===== config.mk =====
export PLATFORM = sky130hd
export DESIGN_NAME = db_subsys_top
export DESIGN_NICKNAME = d
export VERILOG_FILES = /design/src/design/db_pkg.sv /design/src/design/db_subsys_top.sv /design/src/design/db_resp_buffer.sv /design/src/design/db_cmd_front.sv /design/src/design/db_store_array.sv /design/src/design/db_ram_sdp.sv
export SDC_FILE = /design/constraint.sdc
export NUM_CORES = 1
export LEC_CHECK = 0
export BUFFER_PORTS_ARGS = -buffer_cell sky130_fd_sc_hd__buf_2
export CAP_MARGIN = 20
export CORE_MARGIN = 2
export CORE_UTILIZATION = 55
export DETAILED_ROUTE_END_ITERATION = 16
export GPL_ROUTABILITY_DRIVEN = 1
export MAX_ROUTING_LAYER = met4
export PLACE_DENSITY = 0.71
export SLEW_MARGIN = 0
export SYNTH_ARGS = -nofsm -noshare
export SYNTH_HDL_FRONTEND = slang
export SYNTH_SLANG_ARGS = --single-unit

===== constraint.sdc =====
create_clock -name clk -period 3.9 [get_ports clk]
set_input_delay 0.39 -clock clk [delete_from_list [all_inputs] [get_ports clk]]
set_output_delay 0.39 -clock clk [all_outputs]
set_load 0.005 [all_outputs]

===== src/design/db_pkg.sv =====
// Shared types and sizes for the key-value store subsystem, imported by every design unit
package db_pkg;

    // ----------------------------------------
    // Sizes
    // ----------------------------------------

    // Six key bits give a 64-entry store, so the clearing sweep stays short
    localparam int KEY_WID = 6;

    // Width of the payload carried by each record
    localparam int VALUE_WID = 16;

    // Default number of lookup results the response buffer can hold
    localparam int RESP_DEPTH = 4;

    // ----------------------------------------
    // Record and command types
    // ----------------------------------------

    typedef logic [KEY_WID-1:0]   key_t;
    typedef logic [VALUE_WID-1:0] value_t;

    // Host command opcodes, where the encoding 2'b11 is unused
    typedef enum logic [1:0] {
        DB_OP_WRITE  = 2'd0,
        DB_OP_DELETE = 2'd1,
        DB_OP_READ   = 2'd2
    } db_op_e;

    // One host command word
    // The value field only matters for a write
    typedef struct packed {
        db_op_e op;
        key_t   key;
        value_t value;
    } db_cmd_t;

    // Write word from the front end to the store
    // A delete is a write with valid low and a zero value
    typedef struct packed {
        key_t   key;
        value_t value;
        logic   valid;
    } db_wr_t;

    // One lookup result as it is returned to the host
    typedef struct packed {
        key_t   key;
        logic   valid;
        value_t value;
    } db_resp_t;

endpackage

===== src/design/db_subsys_top.sv =====
// Top level of the key-value store subsystem that joins the front end, store and response buffer
`timescale 1ns/10ps

module db_subsys_top #(
    parameter int DEPTH = db_pkg::RESP_DEPTH
) (
    input  logic             clk,
    input  logic             rst_n,
    input  logic             init,
    output logic             init_done,
    input  logic             cmd_req,
    input  db_pkg::db_cmd_t  cmd,
    output logic             cmd_ack,
    output logic             resp_req,
    output db_pkg::db_resp_t resp,
    input  logic             resp_ack
);

    import db_pkg::*;

    // ----------------------------------------
    // Internal connections
    // ----------------------------------------

    // Front end to store
    logic     wr_en;
    db_wr_t   wr;
    logic     rd_en;
    key_t     rd_key;

    // Store to response buffer
    logic     rd_valid;
    db_resp_t rd_resp;

    // Buffer room reported back to the front end
    logic     space;

    db_cmd_front u_cmd_front (
        .clk       (clk),
        .rst_n     (rst_n),
        .cmd_req   (cmd_req),
        .cmd       (cmd),
        .cmd_ack   (cmd_ack),
        .init_done (init_done),
        .space     (space),
        .wr_en     (wr_en),
        .wr        (wr),
        .rd_en     (rd_en),
        .rd_key    (rd_key)
    );

    // Valid tracking is on so deleted keys read back as empty
    db_store_array #(
        .KEY_T       (key_t),
        .VALUE_T     (value_t),
        .TRACK_VALID (1'b1)
    ) u_store_array (
        .clk       (clk),
        .rst_n     (rst_n),
        .init      (init),
        .init_done (init_done),
        .wr_en     (wr_en),
        .wr        (wr),
        .rd_en     (rd_en),
        .rd_key    (rd_key),
        .rd_valid  (rd_valid),
        .rd_resp   (rd_resp)
    );

    db_resp_buffer #(
        .DEPTH (DEPTH)
    ) u_resp_buffer (
        .clk       (clk),
        .rst_n     (rst_n),
        .push      (rd_valid),
        .push_data (rd_resp),
        .space     (space),
        .resp_req  (resp_req),
        .resp      (resp),
        .resp_ack  (resp_ack)
    );

endmodule


===== src/design/db_resp_buffer.sv =====
// FIFO of lookup results that hands each entry back to the host over four-phase req/ack
`timescale 1ns/10ps

module db_resp_buffer #(
    parameter int DEPTH = 4
) (
    input  logic             clk,
    input  logic             rst_n,
    input  logic             push,
    input  db_pkg::db_resp_t push_data,
    output logic             space,
    output logic             resp_req,
    output db_pkg::db_resp_t resp,
    input  logic             resp_ack
);

    import db_pkg::*;

    // DEPTH must be at least two for the pointer width to make sense
    localparam int PTR_WID = $clog2(DEPTH);
    localparam int CNT_WID = $clog2(DEPTH + 1);

    typedef enum logic [1:0] {
        RS_IDLE,
        RS_REQ,
        RS_DROP
    } rstate_e;

    rstate_e              rstate;
    logic [PTR_WID-1:0]   wr_ptr;
    logic [PTR_WID-1:0]   rd_ptr;
    logic [CNT_WID-1:0]   count;
    logic                 pop;

    db_resp_t             mem [DEPTH];

    // ----------------------------------------
    // Occupancy
    // ----------------------------------------

    // A result arriving this cycle is not yet in count
    // It is added here so a new lookup is only taken with a slot to spare
    assign space = (int'(count) + int'(push)) < DEPTH;

    // The head leaves when the host acknowledges it
    assign pop = (rstate == RS_REQ) && resp_ack;

    always_ff @(posedge clk) begin
        if (!rst_n) begin
            wr_ptr <= '0;
            rd_ptr <= '0;
            count  <= '0;
        end else begin
            if (push) begin
                wr_ptr <= (wr_ptr == PTR_WID'(DEPTH - 1)) ? '0 : wr_ptr + 1'b1;
            end
            if (pop) begin
                rd_ptr <= (rd_ptr == PTR_WID'(DEPTH - 1)) ? '0 : rd_ptr + 1'b1;
            end
            case ({push, pop})
                2'b10:   count <= count + 1'b1;
                2'b01:   count <= count - 1'b1;
                default: count <= count;
            endcase
        end
    end

    always_ff @(posedge clk) begin
        if (push) begin
            mem[wr_ptr] <= push_data;
        end
    end

    // ----------------------------------------
    // Host response handshake
    // ----------------------------------------

    // REQ offers the head, DROP waits for the host to release resp_ack
    always_ff @(posedge clk) begin
        if (!rst_n) begin
            rstate <= RS_IDLE;
        end else begin
            case (rstate)
                RS_IDLE: if (count != '0) rstate <= RS_REQ;
                RS_REQ:  if (resp_ack) rstate <= RS_DROP;
                RS_DROP: if (!resp_ack) rstate <= RS_IDLE;
                default: rstate <= RS_IDLE;
            endcase
        end
    end

    assign resp_req = (rstate == RS_REQ);

    // The head only moves on a pop, so resp is stable while resp_req is high
    assign resp = mem[rd_ptr];

    // The front end holds off lookups early enough that nothing overflows
    a_no_push_full: assert property (
        @(posedge clk) disable iff (!rst_n)
        push |-> (int'(count) < DEPTH)
    );

endmodule


===== src/design/db_cmd_front.sv =====
// Command front end that takes host commands over four-phase req/ack and issues them to the store
`timescale 1ns/10ps

module db_cmd_front (
    input  logic            clk,
    input  logic            rst_n,
    input  logic            cmd_req,
    input  db_pkg::db_cmd_t cmd,
    output logic            cmd_ack,
    input  logic            init_done,
    input  logic            space,
    output logic            wr_en,
    output db_pkg::db_wr_t  wr,
    output logic            rd_en,
    output db_pkg::key_t    rd_key
);

    import db_pkg::*;

    // IDLE waits for a request and ACK holds the acknowledge until it drops
    typedef enum logic {
        ST_IDLE,
        ST_ACK
    } state_e;

    state_e state;
    logic   is_read;
    logic   go;

    // ----------------------------------------
    // Issue decision
    // ----------------------------------------

    assign is_read = (cmd.op == DB_OP_READ);

    // A command goes out once the store is ready
    // A lookup also needs a buffer slot for its result
    assign go = (state == ST_IDLE) && cmd_req && init_done && (!is_read || space);

    // Writes and deletes share the write path
    assign wr_en = go && !is_read;
    assign rd_en = go && is_read;

    // Acknowledge rises in the issue cycle and holds through ACK
    assign cmd_ack = go || (state == ST_ACK);

    // A delete stores an empty record with a zero value
    always_comb begin
        wr.key   = cmd.key;
        wr.valid = (cmd.op == DB_OP_WRITE);
        wr.value = (cmd.op == DB_OP_WRITE) ? cmd.value : '0;
    end

    assign rd_key = cmd.key;

    // ----------------------------------------
    // Handshake FSM
    // ----------------------------------------

    always_ff @(posedge clk) begin
        if (!rst_n) begin
            state <= ST_IDLE;
        end else begin
            case (state)
                ST_IDLE: begin
                    if (go) begin
                        state <= ST_ACK;
                    end
                end
                ST_ACK: begin
                    // The host has seen the acknowledge once it drops cmd_req
                    if (!cmd_req) begin
                        state <= ST_IDLE;
                    end
                end
                default: begin
                    state <= ST_IDLE;
                end
            endcase
        end
    end

    // The acknowledge holds for as long as the host keeps its request up
    a_ack_held: assert property (
        @(posedge clk) disable iff (!rst_n)
        $fell(cmd_ack) |-> !cmd_req
    );

    // Every issue opens a new handshake, so no command goes out twice
    a_single_issue: assert property (
        @(posedge clk) disable iff (!rst_n)
        (wr_en || rd_en) |-> !$past(cmd_ack)
    );

endmodule


===== src/design/db_store_array.sv =====
// Record store that maps key writes and lookups onto the clearing RAM and returns keyed results
`timescale 1ns/10ps

module db_store_array #(
    parameter type KEY_T       = logic [5:0],
    parameter type VALUE_T     = logic [15:0],
    parameter bit  TRACK_VALID = 1
) (
    input  logic             clk,
    input  logic             rst_n,
    input  logic             init,
    output logic             init_done,
    input  logic             wr_en,
    input  db_pkg::db_wr_t   wr,
    input  logic             rd_en,
    input  KEY_T             rd_key,
    output logic             rd_valid,
    output db_pkg::db_resp_t rd_resp
);

    localparam int KEY_WID   = $bits(KEY_T);
    localparam int VALUE_WID = $bits(VALUE_T);
    // One extra bit per entry holds the valid flag
    localparam int ENTRY_WID = TRACK_VALID ? VALUE_WID + 1 : VALUE_WID;

    logic [KEY_WID-1:0]   ram_wr_addr;
    logic [ENTRY_WID-1:0] ram_wr_data;
    logic [ENTRY_WID-1:0] ram_rd_data;

    // Key of the lookup whose data is on ram_rd_data
    KEY_T   rd_key_q;
    logic   rd_rec_valid;
    VALUE_T rd_value;

    // ----------------------------------------
    // Record RAM
    // ----------------------------------------

    db_ram_sdp #(
        .ADDR_WID (KEY_WID),
        .DATA_WID (ENTRY_WID)
    ) u_ram (
        .clk       (clk),
        .rst_n     (rst_n),
        .init      (init),
        .wr_en     (wr_en),
        .wr_addr   (ram_wr_addr),
        .wr_data   (ram_wr_data),
        .rd_en     (rd_en),
        .rd_addr   (rd_key),
        .rd_data   (ram_rd_data),
        .init_done (init_done)
    );

    // The key is the RAM address directly since there is no hashing
    assign ram_wr_addr = KEY_T'(wr.key);

    generate
        if (TRACK_VALID) begin : g_valid_tracked
            // Valid sits above the value in each entry
            assign ram_wr_data = {wr.valid, VALUE_T'(wr.value)};
            assign {rd_rec_valid, rd_value} = ram_rd_data;
        end else begin : g_valid_untracked
            // Without a flag every record reads back as present
            assign ram_wr_data  = VALUE_T'(wr.value);
            assign rd_rec_valid = 1'b1;
            assign rd_value     = ram_rd_data;
        end
    endgenerate

    // ----------------------------------------
    // Lookup response
    // ----------------------------------------

    // The key is captured next to the RAM read so the result names its key
    always_ff @(posedge clk) begin
        if (rd_en) begin
            rd_key_q <= rd_key;
        end
    end

    always_ff @(posedge clk) begin
        if (!rst_n) begin
            rd_valid <= 1'b0;
        end else begin
            rd_valid <= rd_en;
        end
    end

    assign rd_resp.key   = rd_key_q;
    assign rd_resp.valid = rd_rec_valid;
    assign rd_resp.value = rd_value;

    // Lookups during a sweep would return half-cleared data
    a_no_rd_before_ready: assert property (
        @(posedge clk) disable iff (!rst_n)
        rd_en |-> init_done
    );

endmodule


===== src/design/db_ram_sdp.sv =====
// Simple dual-port RAM with registered read data and a self-clearing sweep on reset or init
`timescale 1ns/10ps

module db_ram_sdp #(
    parameter int ADDR_WID = 6,
    parameter int DATA_WID = 17
) (
    input  logic                clk,
    input  logic                rst_n,
    input  logic                init,
    input  logic                wr_en,
    input  logic [ADDR_WID-1:0] wr_addr,
    input  logic [DATA_WID-1:0] wr_data,
    input  logic                rd_en,
    input  logic [ADDR_WID-1:0] rd_addr,
    output logic [DATA_WID-1:0] rd_data,
    output logic                init_done
);

    // Every address is swept once, so the sweep lasts DEPTH cycles
    localparam int DEPTH = 2 ** ADDR_WID;

    typedef enum logic {
        ST_SWEEP,
        ST_READY
    } state_e;

    state_e              state;
    logic [ADDR_WID-1:0] clr_addr;

    // Write port after the sweep has been merged in
    logic                mem_we;
    logic [ADDR_WID-1:0] mem_addr;
    logic [DATA_WID-1:0] mem_data;

    logic [DATA_WID-1:0] mem [DEPTH];

    // ----------------------------------------
    // Clearing FSM
    // ----------------------------------------

    // Reset and init both restart the sweep from address zero
    // An init that arrives during a sweep starts it over
    always_ff @(posedge clk) begin
        if (!rst_n) begin
            state    <= ST_SWEEP;
            clr_addr <= '0;
        end else if (init) begin
            state    <= ST_SWEEP;
            clr_addr <= '0;
        end else if (state == ST_SWEEP) begin
            clr_addr <= clr_addr + 1'b1;
            // The last address is cleared in this cycle
            if (clr_addr == ADDR_WID'(DEPTH - 1)) begin
                state <= ST_READY;
            end
        end
    end

    // The store is usable only once every address holds zero
    assign init_done = (state == ST_READY);

    // ----------------------------------------
    // Storage
    // ----------------------------------------

    // The sweep owns the write port while it runs
    assign mem_we   = (state == ST_SWEEP) || wr_en;
    assign mem_addr = (state == ST_SWEEP) ? clr_addr : wr_addr;
    assign mem_data = (state == ST_SWEEP) ? '0 : wr_data;

    always_ff @(posedge clk) begin
        if (mem_we) begin
            mem[mem_addr] <= mem_data;
        end
    end

    // Read data appears one cycle after rd_en and then holds
    always_ff @(posedge clk) begin
        if (rd_en) begin
            rd_data <= mem[rd_addr];
        end
    end

    // The front end has to stay off the write port for the whole sweep
    a_no_wr_in_sweep: assert property (
        @(posedge clk) disable iff (!rst_n)
        (state == ST_SWEEP) |-> !wr_en
    );

endmodule


==> results.md, run 1 <==
- Later-pin clock latency in the skew report: roughly 0.7 ns
- Core box area: 83,950 um2
- Register bit count reported by yosys: around 1,200
- Number of global-route vias before repair: approximately 23,000
- Vias per cell: 6.452
- DIE HEIGHT: approximately 300 um
- Max frequency: between 300 and 400 MHz
- Yosys Warn Count: 0
- Metal2 WL: about 53 mm
- Final wirelength: between 100 and 150 mm
- Slowest stage cell, crit path: and2_2
- Io pins: 55
- Ratio of final minimum period to clock period: between 70% and 80%
- Post-CTS setup repair buffer count: 0
- Async set-reset flop share out of synthesis: 0%
- Skew final: 0.03940 ns
- Mapped Nets: about 2,200
- Total Routing Usage GR: a little over a quarter
- Routability congestion estimate from global placement: around 0.87
- Worst Max-Slew Pin Slew: around 1.2 ns
- Leak: ~19 nW
- Crit path max-delay family: simple AND/OR/NAND/NOR gates
- Commonest cells post-synth: 1,203 x edfxtp_1, 298 x mux4_2, 134 x nor2_1
- Wl on met1: about 43 mm
- Final Hold Viols: 0
- Peak supply drop: between 0.3 and 0.4 mV
- Hold Crit Class: in -> reg
- Largest net degree at the start of global routing: slightly above 80
- First-pass GRT wire length: between 150 and 200 mm
- CP endpoint kind: register
- Top FF cell, synth: edfxtp_1
- Synth area leaders: edfxtp_1 77%, mux4_2 14%, mux2i_1 1.2%
- Count leader, synth: edfxtp_1
- Starting Density: between 50 and 60%
- Initial antenna violation count: 0
- H-tree depth: 3
- Final worst slack: between 0.8 and 0.9 ns
- Clk buf depth: 3
- Die W: 295.6 um
- Starting DRC count in detailed routing: about 3,200
- Synth top area share: 77.24%
- CTS buffer count: approximately 120
- Average size of a mapped cell: between 20 and 25 um2
- WP data arrival: 3.59 ns
- Antenna diodes: 0
- Layout cells sized above 1: ~29%
- PortBufs: 54
- ANT nets after route: 0
- Root buffer cell: clkbuf_16
- Fill cells: around 5,500
- Vias: approximately 23,000
- Yosys top cell by area: edfxtp_1
- Drt pass-1 iters: 5
- Hold Slack: 0.02299 ns
- Min cycle time layout: between 3 and 4 ns
- Die Area: ~87,000 um2
- Unique masters post-synth: 57
- Crit Path Max Fanout: 80
- Area Growth Syn to Fin: 13.88%
- Status: completed
- Clock sink total: 1,223
- Row cnt: 106
- Buffers & Inverters on Critical Path: 2
- Setup TNS: 0 ns
- CP required: about 4.4 ns
- Hpwl dp: roughly 65 mm
- CTS tree: yes
- Place WS: 0.3030 ns
- Mapped Area: ~47,000 um2
- DRC Markers: 0
- Crit path largest cell delay: 0.95 ns
- Post-synth EDFFs: 1,203
- Max-slew violations: 0
- Met3 WL: around 11 mm
- Startpoint Class: register
- Setup violators final: 0
- Global route overflow: 0
- Routed len/inst: a little over 30 um
- Seq/Total Area, Yosys: between 70% and 80%
- Worst rel slew slack: 22.13%
- Critical path type: reg -> reg
- Pwr per Cell Area: 500.3 nW/um2
- Register clock-pin slew on the reported worst setup and hold paths: 0.06 ns
- Max-cap violations: 0
- Post-Synthesis Cells: approximately 2,100
- RSZ-0062 raised after global routing: no
- Highest Signal Layer: met4
- Worst-path cell chain: nor3b_2 -> buf_12 -> and2_2 -> buf_4
- NumNets Final: around 2,400
-- sequential cells by signal, summed over array words and instances, names as in the netlist, named ones only --
signal and count:
u_cmd_front.state 1, u_resp_buffer.count 3, u_resp_buffer.mem 92, u_resp_buffer.rd_ptr 2
u_resp_buffer.rstate 2, u_resp_buffer.wr_ptr 2, u_store_array.rd_key_q 6, u_store_array.rd_valid 1
u_store_array.u_ram.clr_addr 6, u_store_array.u_ram.init_done 1, u_store_array.u_ram.mem 1088, u_store_array.u_ram.rd_data 17
-- cells by family (layout without fill, tap and decap cells) --
| logic type | count (synthesis) | after routing | synth area share [%] |
|---|---|---|---|
| XOR/XNOR | 7 | 7 | 0.1311 |
| adder cells (fa/ha/maj) | 8 | 8 | 0.2301 |
| flip-flops | 1223 | 1223 | 78.10 |
| AND/OR/NAND/NOR | 282 | 282 | 2.609 |
| AO/OA/AOI/OAI | 141 | 141 | 2.108 |
| buffers and inverters | 116 | 438 | 1.271 |
| multiplexers | 354 | 354 | 15.55 |
-- power breakdown --
| group | switching [W] | total [W] | internal (W) | leakage [nW] |
|---|---|---|---|---|
| sequential | 0.00000767 | 0.0143 | 0.0142 | 12.9 |
| combinational | 0.000482 | 0.000811 | 0.000329 | 4.08 |
| clock | 0.00476 | 0.0116 | 0.00682 | 1.93 |
| total | 0.00525 | 0.0266 | 0.0214 | 19.0 |
-- layout by cell type (no fill, tap or decap), types with 28 or more instances in the layout --
master / count
o22ai_1: 35
edfxtp_1: 1203
mux4_2: 298
clkbuf_16: 119
buf_4: 137
clkinv_1: 28
nand2_1: 74
nor2_1: 134
mux2i_1: 55
buf_2: 51
-- worst paths after layout --
| check | from | to | slack (ns) | cells after the start |
|---|---|---|---|---|
| max | u_store_array.u_ram.init_done$_SDFF_PP0_ | u_store_array.u_ram.mem[35][7]$_DFFE_PP_ | 0.83 | 4 |
| min | rst_n | u_resp_buffer.rstate[1]$_SDFFE_PN0P_ | 0.02 | 2 |
| max reg2reg | u_store_array.u_ram.init_done$_SDFF_PP0_ | u_store_array.u_ram.mem[35][7]$_DFFE_PP_ | 0.83 | 4 |
| min reg2reg | u_resp_buffer.rstate[1]$_SDFFE_PN0P_ | u_resp_buffer.rstate[0]$_SDFFE_PN0P_ | 0.48 | 1 |
-- through the flow --
stage	utilization [%]	instances	area [um2]	total power [W]
global route	63.44	3587	53260	0.02731
global placement	58.60	3363	49190	0.01533
finish	63.44	3587	53260	0.02664
CTS	63.40	3585	53230	0.02680
floorplan	-	2131	46770	0.01505
detailed placement	58.66	3365	49250	0.01534
-- what timing repair did --
action                                 in CTS  in global routing
gates resized for setup                     0                  0
hold buffers                                2                  0
endpoints found under the hold margin       3                  0
-- area by class of cell --
cell class / count / area [um2] / area share (%)
multi-input combinational: 792 / 9678 / 18.17
sequential: 1223 / 36530 / 68.58
clock inverter: 84 / 925.9 / 1.739
inverter: 14 / 52.55 / 0.09867
timing repair buffer: 206 / 1623 / 3.047
clock buffer: 134 / 3034 / 5.697
tap: 1134 / 1419 / 2.664
-- routing by layer --
| layer | up-vias | track usage (%) |
|---|---|---|
| met5 | - | - |
| met4 | 0 | 7.342 |
| met3 | 181 | 4.571 |
| met2 | 1374 | 40.30 |
| met1 | 12220 | 37.91 |
| li1 | 9364 | - |
(Power assumes the default switching activity.)
==> run 2, diff against run 1 <==
--- a/config.mk
+++ b/config.mk
@@ -12,7 +12,7 @@
 export DETAILED_ROUTE_END_ITERATION = 16
 export GPL_ROUTABILITY_DRIVEN = 1
 export MAX_ROUTING_LAYER = met4
-export PLACE_DENSITY = 0.71
+export PLACE_DENSITY = 0.74
 export SLEW_MARGIN = 0
 export SYNTH_ARGS = -nofsm -noshare
 export SYNTH_HDL_FRONTEND = slang
==> constraint.sdc (replaced) <==
create_clock -name clk -period 2.46 [get_ports clk]
set_input_delay 0.246 -clock clk [delete_from_list [all_inputs] [get_ports clk]]
set_output_delay 0.246 -clock clk [all_outputs]
set_load 0.005 [all_outputs]
==> results.md, run 2 (same netlist as run 1, synthesis figures left out) <==
- Status: completed (unchanged)
- CP endpoint kind: register (unchanged)
- Fin cells: 3,651 (was 3,587)
- Max FFs per register: 1,088 (unchanged)
- Register clock-pin slew on the reported worst setup and hold paths: 0.06 ns (about the same)
- Core box area: 83,950 um2 (unchanged)
- Flop pwr share: 55.3% (was 53.5%)
- Global route overflow: 0 (unchanged)
- Slowest stage cell, crit path: dlygate4sd3_1 (was and2_2)
- WHS Path Cells: 3 (was 2)
- DRC Markers: 0 (unchanged)
- Largest net degree at the start of global routing: 65 (was 81)
- Min cycle time layout: 2.425 ns
- RSZ-0062 raised after global routing: no (unchanged)
- Commonest non-fill, non-tap cells in the layout: 1,203 x edfxtp_1, 298 x mux4_2, 134 x nor2_1 (was 1,203 x edfxtp_1, 298 x mux4_2, 137 x buf_4)
- Critical path type: in -> reg (was reg -> reg)
- WP data arrival: 2.79 ns (was 3.59 ns)
- Switch share: 20.27% (was 19.69%)
- Total Routing Usage GR: 26.91% (was 26.54%)
- Crit Path Max Fanout: 46 (was 80)
- DIE HEIGHT: 295.6 um (unchanged)
- Wl on met1: 42.20 mm (was 43.21 mm)
- Final wirelength: 112.0 mm (was 110.3 mm)
- Startpoint Class: input port (was register)
- Starting DRC count in detailed routing: 3,445 (was 3,200)
- Clk buf depth: 3 (unchanged)
- Worst r2r dst: u_store_array.u_ram.mem[36][16]$_DFFE_PP_ (was u_store_array.u_ram.mem[35][7]$_DFFE_PP_)
- Hpwl dp: 66.56 mm (was 64.59 mm)
- Setup TNS: 0 ns (unchanged)
- Worst Max-Slew Pin Slew: 0.7609 ns (was 1.168 ns)
- Biggest regs: u_store_array.u_ram.mem (1088), u_resp_buffer.mem (92), u_store_array.u_ram.rd_data (17) (unchanged)
- R2R Setup Slk: 0.16 ns (was 0.83 ns)
- Crit path largest cell delay: 0.55 ns (was 0.95 ns)
- Row cnt: 106 (unchanged)
- Placed cell area: 50,950 um2 (was 49,250 um2)
- Routability congestion estimate from global placement: 0.9033 (was 0.8676)
- ANT nets after route: 0 (unchanged)
- Number of global-route vias before repair: 23,500 (was 22,880)
- H-tree depth: 3 (unchanged)
- Startpoint of the worst hold path: cmd[23] (was rst_n)
- Max-slew violations: 0 (unchanged)
- Clock share of power: 41.1% (was 43.5%)
- P_sw: 0.008281 W (was 0.005247 W)
- Root buffer cell: clkbuf_16 (unchanged)
- Leak: 19.19 nW (was 18.95 nW)
- Pwr per Cell Area: 747.9 nW/um2 (was 500.3 nW/um2)
- Area Growth Syn to Fin: 16.78% (was 13.88%)
- Worst rel slew slack: 47.96% (was 22.13%)
- CTS tree: yes (unchanged)
- Hold Crit Class: in -> reg (unchanged)
- Reg2Reg Depth: 5 (was 4)
- Clock sink total: 1,223 (unchanged)
- Peak supply drop: 0.6689 mV (was 0.3518 mV)
- Starting Density: 55.71% (unchanged)
- R2R Path Start: u_cmd_front.state$_SDFF_PN0_ (was u_store_array.u_ram.init_done$_SDFF_PP0_)
- Io pins: 55 (unchanged)
- Layout cells sized above 1: 30.06% (was 28.54%)
- PortBufs: 54 (unchanged)
- Final Hold Viols: 0 (unchanged)
- Worst-path cell chain: dlygate4sd3_1 -> clkbuf_8 -> buf_12 -> buf_4 -> mux4_2 -> nor2_1 -> nor2_1 -> a211oi_2 -> o21ai_0 (was nor3b_2 -> buf_12 -> and2_2 -> buf_4)
- Later-pin clock latency in the skew report: 0.69 ns (was 0.70 ns)
- First-pass GRT wire length: 163.0 mm (was 159.7 mm)
- Routed len/inst: 30.68 um (was 30.76 um)
- Vias per cell: 6.462 (was 6.452)
- Cell with the most instances on the worst path: nor2_1
- Vias: 23,590 (was 23,140)
- Met3 WL: 12.50 mm (was 11.22 mm)
- Power Internal: 0.03257 W (was 0.02140 W)
- Die W: 295.6 um (unchanged)
- Final Cell Area: 54,610 um2 (was 53,260 um2)
- CP required: 2.83 ns (was 4.42 ns)
- Die Area: 87,380 um2 (unchanged)
- Proportion of power drawn by combinational gates: 3.6% (was 3.0%)
- Hold Slack: 0.07983 ns (was 0.02299 ns)
- Metal2 WL: 54.87 mm (was 53.00 mm)
- Skew final: 0.03498 ns (was 0.03940 ns)
- Post-CTS setup repair buffer count: 0 (unchanged)
- Drt pass-1 iters: 6 (was 5)
- Ratio of final minimum period to clock period: a little over nine tenths
- Max-cap violations: 0 (unchanged)
- Max frequency: ~410 MHz
- Initial antenna violation count: 3 (was 0)
- Top reg by flops: u_store_array.u_ram.mem (unchanged)
- Commonest non-fill, non-tap cell in the layout: edfxtp_1 (unchanged)
- End of the worst hold path: u_store_array.rd_valid$_SDFF_PN0_ (was u_resp_buffer.rstate[1]$_SDFFE_PN0P_)
- Fill cells: 5,204 (was 5,461)
- CTS buffer count: 113 (was 116)
- Highest Signal Layer: met4 (unchanged)
- Setup violators final: 0 (unchanged)
- Cells after DPL: 3,434 (was 3,365)
- NumNets Final: 2,459 (was 2,390)
- Setup crit start: cmd[18] (was u_store_array.u_ram.init_done$_SDFF_PP0_)
==> run 2: timing repair <==
item,4_1_cts,5_1_grt
gates resized for setup,2,6
endpoints found under the hold margin,16,0
endpoints found under the setup margin,152,344
hold buffers,7,0
==> run 2: cell type report <==
type	instances	area, um2	share of cell area (%)
repair buffers	278	3353	6.140
diodes	2	5.005	0.009164
multi-input cells	792	9698	17.76
inverters	14	52.55	0.09622
clock inverters	61	483.0	0.8843
flip-flops and latches	1223	36530	66.88
clock buffers	147	3077	5.634
well taps	1134	1419	2.598
==> run 2: per-layer routing <==
layer / track usage [%] / up-vias
met5: - / -
met4: 7.020 / 0
met3: 5.766 / 166
met2: 41.42 / 1517
met1: 37.23 / 12400
li1: - / 9510
==> run 2: worst max path at each step <==
stage	cells after the start	slack [ns]	endpoint
after detailed placement	9	-0.28	u_store_array.u_ram.rd_data[11]$_DFFE_PP_
after global routing	9	0.03	u_store_array.u_ram.rd_data[6]$_DFFE_PP_
after CTS	3	0.02	resp[14]
after global placement	8	-0.28	u_store_array.u_ram.rd_data[14]$_DFFE_PP_
final	9	0.04	u_store_array.u_ram.rd_data[6]$_DFFE_PP_
after floorplan	9	-0.36	u_store_array.u_ram.mem[10][0]$_DFFE_PP_
==> run 2: stage by stage <==
step / setup WS, ns / power (W) / utilization (%)
final: 0.03504 / 0.04085 / 65.05
after global routing: 0.02873 / 0.04183 / 65.05
after CTS: 0.01555 / 0.04098 / 65.02
after detailed placement: -0.2814 / 0.02447 / 60.69
after global placement: -0.2785 / 0.02445 / 60.69
after floorplan: -0.3553 / 0.02387 / -
==> run 2: power by group through the flow <==
stage / clock, W / sequential (W) / combinational [W]
floorplan: 0 / 0.0230 / 0.000840
global placement: 0 / 0.0230 / 0.00141
detailed placement: 0 / 0.0230 / 0.00143
CTS: 0.0169 / 0.0226 / 0.00145
global route: 0.0177 / 0.0226 / 0.00153
finish: 0.0168 / 0.0226 / 0.00147
==> run 2: worst max-delay path: cells and delay by family <==
family,cells,cell delay (ns)
buf+inv,4,1.41
mux,1,0.29
compound gates,2,0.55
simple gates,2,0.26
